<file path="src/source/arcade_ctrl_pkg.sv">
`default_nettype none

package arcade_ctrl_pkg;

	// scan fsm position inside a prefixed sequence
	typedef enum logic [1:0] {
		scan_idle      = 2'd0,
		scan_ext       = 2'd1,   // E0 seen
		scan_break     = 2'd2,   // F0 seen
		scan_ext_break = 2'd3    // E0 then F0
	} scan_state_t;

	// bit positions in the cabinet button vector
	typedef enum logic [2:0] {
		btn_up     = 3'd0,
		btn_down   = 3'd1,
		btn_left   = 3'd2,
		btn_right  = 3'd3,
		btn_fire   = 3'd4,
		btn_coin   = 3'd5,
		btn_start1 = 3'd6,
		btn_start2 = 3'd7
	} button_t;

	// ps/2 set 2 prefixes
	localparam logic [7:0] SC_EXT   = 8'hE0;
	localparam logic [7:0] SC_BREAK = 8'hF0;

	// key codes, arrows need the E0 prefix
	localparam logic [7:0] SC_UP    = 8'h75;
	localparam logic [7:0] SC_DOWN  = 8'h72;
	localparam logic [7:0] SC_LEFT  = 8'h6B;
	localparam logic [7:0] SC_RIGHT = 8'h74;
	localparam logic [7:0] SC_ESC   = 8'h76;
	localparam logic [7:0] SC_F1    = 8'h05;
	localparam logic [7:0] SC_F2    = 8'h06;
	localparam logic [7:0] SC_SPACE = 8'h29;

endpackage

`default_nettype wire

</file>
<file path="src/source/scan_code_fsm.sv">
`timescale 1ns/100ps
`default_nettype none

module scan_code_fsm (
	input  wire logic       clk_mist,
	input  wire logic       reset,
	input  wire logic [7:0] scan_byte,
	input  wire logic       scan_valid,
	output logic            key_strobe,
	output logic      [7:0] key_code,
	output logic            key_pressed,
	output logic            key_extended
);

	arcade_ctrl_pkg::scan_state_t state;
	arcade_ctrl_pkg::scan_state_t state_next;
	logic seen_ext;
	logic seen_break;
	logic is_final;

	always_comb begin
		seen_ext   = 1'b0;
		seen_break = 1'b0;
		case (state)
			arcade_ctrl_pkg::scan_ext: begin
				seen_ext = 1'b1;
			end
			arcade_ctrl_pkg::scan_break: begin
				seen_break = 1'b1;
			end
			arcade_ctrl_pkg::scan_ext_break: begin
				seen_ext   = 1'b1;
				seen_break = 1'b1;
			end
			default: begin
				seen_ext   = 1'b0;
				seen_break = 1'b0;
			end
		endcase
	end

	always_comb begin
		state_next = state;
		is_final   = 1'b0;
		if (scan_valid) begin
			case (scan_byte)
				arcade_ctrl_pkg::SC_EXT: begin
					state_next = arcade_ctrl_pkg::scan_ext;
				end
				arcade_ctrl_pkg::SC_BREAK: begin
					if (seen_ext)
						state_next = arcade_ctrl_pkg::scan_ext_break;
					else
						state_next = arcade_ctrl_pkg::scan_break;
				end
				default: begin
					state_next = arcade_ctrl_pkg::scan_idle; // sequence done
					is_final   = 1'b1;
				end
			endcase
		end
	end

	always_ff @(posedge clk_mist) begin
		if (reset) begin
			state      <= arcade_ctrl_pkg::scan_idle;
			key_strobe <= 1'b0;
		end else begin
			state      <= state_next;
			key_strobe <= is_final; // prefixes give no event
		end
	end

	// event payload
	always_ff @(posedge clk_mist) begin
		if (reset) begin
			key_code     <= 8'h00;
			key_pressed  <= 1'b0;
			key_extended <= 1'b0;
		end else if (is_final) begin
			key_code     <= scan_byte;
			key_pressed  <= ~seen_break;
			key_extended <= seen_ext;
		end
	end

endmodule

`default_nettype wire

</file>
<file path="src/source/key_button_latch.sv">
`timescale 1ns/100ps
`default_nettype none

module key_button_latch (
	input  wire logic       clk_mist,
	input  wire logic       reset,
	input  wire logic       key_strobe,
	input  wire logic [7:0] key_code,
	input  wire logic       key_pressed,
	input  wire logic       key_extended,
	output logic      [7:0] buttons
);

	always_ff @(posedge clk_mist) begin
		if (reset) begin
			buttons <= 8'h00;
		end else if (key_strobe) begin
			if (key_extended) begin
				// cursor block
				case (key_code)
					arcade_ctrl_pkg::SC_UP: begin
						buttons[arcade_ctrl_pkg::btn_up] <= key_pressed;
					end
					arcade_ctrl_pkg::SC_DOWN: begin
						buttons[arcade_ctrl_pkg::btn_down] <= key_pressed;
					end
					arcade_ctrl_pkg::SC_LEFT: begin
						buttons[arcade_ctrl_pkg::btn_left] <= key_pressed;
					end
					arcade_ctrl_pkg::SC_RIGHT: begin
						buttons[arcade_ctrl_pkg::btn_right] <= key_pressed;
					end
					default: begin
						buttons <= buttons; // unlisted, hold
					end
				endcase
			end else begin
				case (key_code)
					arcade_ctrl_pkg::SC_ESC: begin
						buttons[arcade_ctrl_pkg::btn_coin] <= key_pressed;
					end
					arcade_ctrl_pkg::SC_F1: begin
						buttons[arcade_ctrl_pkg::btn_start1] <= key_pressed;
					end
					arcade_ctrl_pkg::SC_F2: begin
						buttons[arcade_ctrl_pkg::btn_start2] <= key_pressed;
					end
					arcade_ctrl_pkg::SC_SPACE: begin
						buttons[arcade_ctrl_pkg::btn_fire] <= key_pressed;
					end
					default: begin
						buttons <= buttons; // keypad 8 etc, ignore
					end
				endcase
			end
		end
	end

endmodule

`default_nettype wire

</file>
<file path="src/source/coin_pulse_timer.sv">
`timescale 1ns/100ps
`default_nettype none

module coin_pulse_timer #(
	parameter int unsigned COIN_CYCLES = 16
) (
	input  wire logic clk_mist,
	input  wire logic reset,
	input  wire logic coin_button,
	output logic      coin
);

	localparam logic [7:0] LOAD_VALUE = 8'(COIN_CYCLES);

	logic       coin_button_d;
	logic       coin_rise;
	logic [7:0] count;

	assign coin_rise = coin_button & ~coin_button_d;

	always_ff @(posedge clk_mist) begin
		if (reset) begin
			coin_button_d <= 1'b0;
		end else begin
			coin_button_d <= coin_button;
		end
	end

	// retrigger only once the running pulse is over
	always_ff @(posedge clk_mist) begin
		if (reset) begin
			count <= 8'd0;
		end else if (coin_rise && count == 8'd0) begin
			count <= LOAD_VALUE;
		end else if (count != 8'd0) begin
			count <= count - 8'd1;
		end
	end

	assign coin = (count != 8'd0);

endmodule

`default_nettype wire

</file>
<file path="src/source/control_mapper.sv">
`timescale 1ns/100ps
`default_nettype none

module control_mapper (
	input  wire logic [7:0] buttons,
	input  wire logic [7:0] joystick_0,
	input  wire logic [7:0] joystick_1,
	input  wire logic       rotate,
	output logic            up,
	output logic            down,
	output logic            left,
	output logic            right,
	output logic            fire,
	output logic            start1,
	output logic            start2
);

	logic src_up;
	logic src_down;
	logic src_left;
	logic src_right;

	// joystick bits: 0 right, 1 left, 2 down, 3 up, 4 fire
	assign src_up    = buttons[arcade_ctrl_pkg::btn_up]
	                 | joystick_0[3] | joystick_1[3];
	assign src_down  = buttons[arcade_ctrl_pkg::btn_down]
	                 | joystick_0[2] | joystick_1[2];
	assign src_left  = buttons[arcade_ctrl_pkg::btn_left]
	                 | joystick_0[1] | joystick_1[1];
	assign src_right = buttons[arcade_ctrl_pkg::btn_right]
	                 | joystick_0[0] | joystick_1[0];

	// rotated cabinet, quarter turn
	assign up    = rotate ? src_right : src_up;
	assign down  = rotate ? src_left  : src_down;
	assign left  = rotate ? src_up    : src_left;
	assign right = rotate ? src_down  : src_right;

	assign fire = buttons[arcade_ctrl_pkg::btn_fire] | joystick_0[4] | joystick_1[4];

	assign start1 = buttons[arcade_ctrl_pkg::btn_start1];
	assign start2 = buttons[arcade_ctrl_pkg::btn_start2];

endmodule

`default_nettype wire

</file>
<file path="src/source/arcade_controls_top.sv">
`timescale 1ns/100ps
`default_nettype none

module arcade_controls_top #(
	parameter int unsigned COIN_CYCLES = 16
) (
	input  wire logic       clk_mist,
	input  wire logic       reset,
	input  wire logic [7:0] scan_byte,
	input  wire logic       scan_valid,
	input  wire logic [7:0] joystick_0,
	input  wire logic [7:0] joystick_1,
	input  wire logic       rotate,
	output logic            up,
	output logic            down,
	output logic            left,
	output logic            right,
	output logic            fire,
	output logic            start1,
	output logic            start2,
	output logic            coin
);

	logic       key_strobe;
	logic [7:0] key_code;
	logic       key_pressed;
	logic       key_extended;
	logic [7:0] buttons;

	scan_code_fsm scan_code_fsm_i (
		.clk_mist     (clk_mist),
		.reset        (reset),
		.scan_byte    (scan_byte),
		.scan_valid   (scan_valid),
		.key_strobe   (key_strobe),
		.key_code     (key_code),
		.key_pressed  (key_pressed),
		.key_extended (key_extended)
	);

	key_button_latch key_button_latch_i (
		.clk_mist     (clk_mist),
		.reset        (reset),
		.key_strobe   (key_strobe),
		.key_code     (key_code),
		.key_pressed  (key_pressed),
		.key_extended (key_extended),
		.buttons      (buttons)
	);

	coin_pulse_timer #(
		.COIN_CYCLES (COIN_CYCLES)
	) coin_pulse_timer_i (
		.clk_mist    (clk_mist),
		.reset       (reset),
		.coin_button (buttons[arcade_ctrl_pkg::btn_coin]),
		.coin        (coin)
	);

	control_mapper control_mapper_i (
		.buttons    (buttons),
		.joystick_0 (joystick_0),
		.joystick_1 (joystick_1),
		.rotate     (rotate),
		.up         (up),
		.down       (down),
		.left       (left),
		.right      (right),
		.fire       (fire),
		.start1     (start1),
		.start2     (start2)
	);

endmodule

`default_nettype wire

</file>
<file path="config.mk">
export PLATFORM = sky130hd
export DESIGN_NAME = arcade_controls_top
export DESIGN_NICKNAME = d
export VERILOG_FILES = /design/src/source/arcade_ctrl_pkg.sv /design/src/source/scan_code_fsm.sv /design/src/source/key_button_latch.sv /design/src/source/coin_pulse_timer.sv /design/src/source/control_mapper.sv /design/src/source/arcade_controls_top.sv
export SDC_FILE = /design/constraint.sdc
export NUM_CORES = 1
export LEC_CHECK = 0
export BUFFER_PORTS_ARGS = -buffer_cell sky130_fd_sc_hd__clkbuf_2
export CAP_MARGIN = 10
export CORE_MARGIN = 2
export CORE_UTILIZATION = 30
export CTS_CLUSTER_SIZE = 12
export DETAILED_ROUTE_END_ITERATION = 7
export GPL_TIMING_DRIVEN = 0
export SYNTH_ARGS = -nofsm -noshare
export SYNTH_HDL_FRONTEND = slang
export SYNTH_SLANG_ARGS = --single-unit
</file>
<file path="constraint.sdc">
create_clock -name clk_mist -period 4.4 [get_ports clk_mist]
set_input_delay 0.66 -clock clk_mist [delete_from_list [all_inputs] [get_ports clk_mist]]
set_output_delay 0.66 -clock clk_mist [all_outputs]
set_load 0.01 [all_outputs]
</file>
==> results.toml <==
[status]
outcome = "finished clean"

[floorplan]
ios = 36
core_area_um2 = 4690
die_x_um = 73.5
num_rows = 25
dieArea_um2 = 5400
die_y_um = 73.5
start_util_pct = 30.9

[hold_path]
hold_path_depth = 2
hp-class = "reg2reg"

[pwr]
comb_power_share_pct = 29.4
p_sw_share_pct = 31.6
seqPwrFrac_pct = 39.9
p_total_uw = 882
p_int_uw = 603
p_clk_share_pct = 30.7
power_density_nw_per_um2 = 500
p_sw_uw = 279
peakVddDrop_mv = 0.154
p_leak_uw = 0.000758

[cts]
numCtsBuffers = 5
postCtsSetupBuffers = 0
cts_sinks = 30
cts_max_path_buffers = 2
cts_root_buffer = "clkbuf_8"
clk_latency_ps = 280
htree_levels = 2
ctsResizeCount = 0
clk_pin_slew_ps = 70
hold_buffers = 0
cts_tree = "done"

[critical_path]
startpoint_type = "flip-flop"
cp.required_ps = 3740
cp-end-kind = "output pin"
cp_data_arrival_time_ps = 1880
crit_fanout = 8
reg2reg_depth = 5
criticalPathCategory = "reg2out"

[global_routing]
grtUsageTotal_pct = 12.4
gr-total-overflow = 0
grt_pass1_wl_um = 5180
antenna_found_initial = 0
grt_pass1_vias = 1083
grt_max_degree = 11

[detailed_routing]
drtIter0Drc = 36
wl_um = 3070
drc = 0
drtAntennaViolNets = 0
post_drt_wl_per_cell_um = 12.4
via_per_inst = 5.09
drtPass1Iterations = 5
vias = 1262

[logic_synthesis]
syn_avg_cell_area_um2 = 9.16
syn_nets = 188
ys_async_sr_fraction_pct = 0
ys_ff_latch = 30
ys_warn_count = 0
synth_top_flop_cell = "dfxtp_1"
synth_seq_area_share_pct = 41.5
synth.area.top_cells = "dfxtp_1 (41%), mux2i_1 (11%), nand2_1 (6.0%), a21oi_1 (2.8%), nand3_1 (2.4%)"
synth.top_cell.area_share_pct = 41.5
synth_edf_count = 0
yosysMostFrequentCell = "dfxtp_1"
syn_inst = 158
yosysUniqueCellTypes = 38
synth_common_cells = "dfxtp_1 (30), nand2_1 (23), mux2i_1 (16), a21oi_1 (8)"
syn-cell-area_um2 = 1450
yosys.area.top_type = "dfxtp_1"

[final_layout]
n_fill_cell = 498
final_design_area_no_fill_um2 = 1760
drive_gt1_share_pct = 23.2
fin_cells = 248
syn_to_final_growth_pct = 21.9
nNetsFinal = 223
antenna_cells = 0

[place]
post_dp_cell_area_um2 = 1660
dp.cells = 240
hpwlAfterDp_um = 2250
place_ws_ps = 2170
port_buffers = 28
place_congestion = 0.745

[timing]
finalCritPeriodShare_pct = 57.7
drv_slew = 0
tightestPinTransition_ps = 838
hold_viol = 0
finClkSkew_ps = 10.7
setup_slack_ps = 1860
relSlewSlack_pct = 44.0
rsz0062_at_grt = "no"
fmaxAchievable_ghz = 0.394
finalSetupTns_ps = 0
min_period_ps = 2540
finalSetupViolations = 0

[job]
maxCapViolations = 0
## metrics by stage
stage	util [%]	hold WS [ps]
floorplan	-	429
global placement	35.3	445
detailed placement	35.3	452
CTS	37.6	461
global route	37.6	470
finish	37.6	457
## worst max-delay path, stage by stage, from the launching register on
cell      delay, ps
dfxtp_1         360
inv_1           100
ha_1            160
nor3b_1         690
nand2_1         120
clkbuf_2        160
## flip-flops by register name (all words and copies together), names as in the netlist
signal,cells
coin_pulse_timer_i.coin_button_d,1
coin_pulse_timer_i.count,8
scan_code_fsm_i.key_code,8
scan_code_fsm_i.key_pressed,1
scan_code_fsm_i.state,2
scan_code_fsm_i.key_extended,1
key_button_latch_i.buttons,8
scan_code_fsm_i.key_strobe,1
## per-layer routing
layer / vias to the layer above / track usage (%) / routed length, um
li1: 657 / - / -
met1: 571 / 17.8 / 1550
met2: 30 / 17.7 / 1320
met3: 4 / 3.29 / 142
met4: 0 / 4.85 / 55
met5: - / 0 / 0
## power by group through the flow
stage	clock network [uW]	registers (uW)	logic (uW)
finish	271	352	259
global route	289	360	296
CTS	279	352	259
detailed placement	0	359	257
global placement	0	357	254
floorplan	0	346	205
## logic make-up after synthesis
family / count (synthesis) / synth area share [%]
compound gates: 24 / 11.9
xor+xnor: 2 / 1.21
fa+ha+maj: 2 / 1.73
buf+inv: 11 / 2.85
flops: 30 / 41.5
mux: 16 / 11.1
simple gates: 73 / 29.7
## final timing paths
| kind | startpoint | to | slack, ps |
|---|---|---|---|
| setup / recovery | coin_pulse_timer_i.count[1] | coin | 1860 |
| hold / removal | key_button_latch_i.buttons[4] | key_button_latch_i.buttons[4] | 460 |
| setup reg to reg | coin_pulse_timer_i.count[1] | coin_pulse_timer_i.count[3] | 2620 |
| hold reg to reg | key_button_latch_i.buttons[4] | key_button_latch_i.buttons[4] | 460 |
## final cells by class
cell class	count	area, um^2	area share (%)
buffer	4	15.0	0.851
timing repair buffer	28	140	7.94
clock buffer	5	68.8	3.90
inverter	7	26.3	1.49
sequential	30	601	34.0
multi-input combinational	117	806	45.7
clock inverter	3	40.0	2.27
tap	54	67.6	3.83
## cells in the final DEF, fill, tap and decap left out, types with 3 or more instances in the layout
cell type and n:
nor2_1 4, o22ai_1 3, inv_1 7, clkbuf_8 5, dfxtp_1 30, nand2_1 23
mux2i_1 16, clkbuf_1 4, clkbuf_2 28, a21oi_1 8, nand4b_1 4, nor3_1 7
nand3_1 7, nand4_1 3, nor3b_1 3, or4_1 3
No activity file was read; power rests on OpenSTA's default activity.
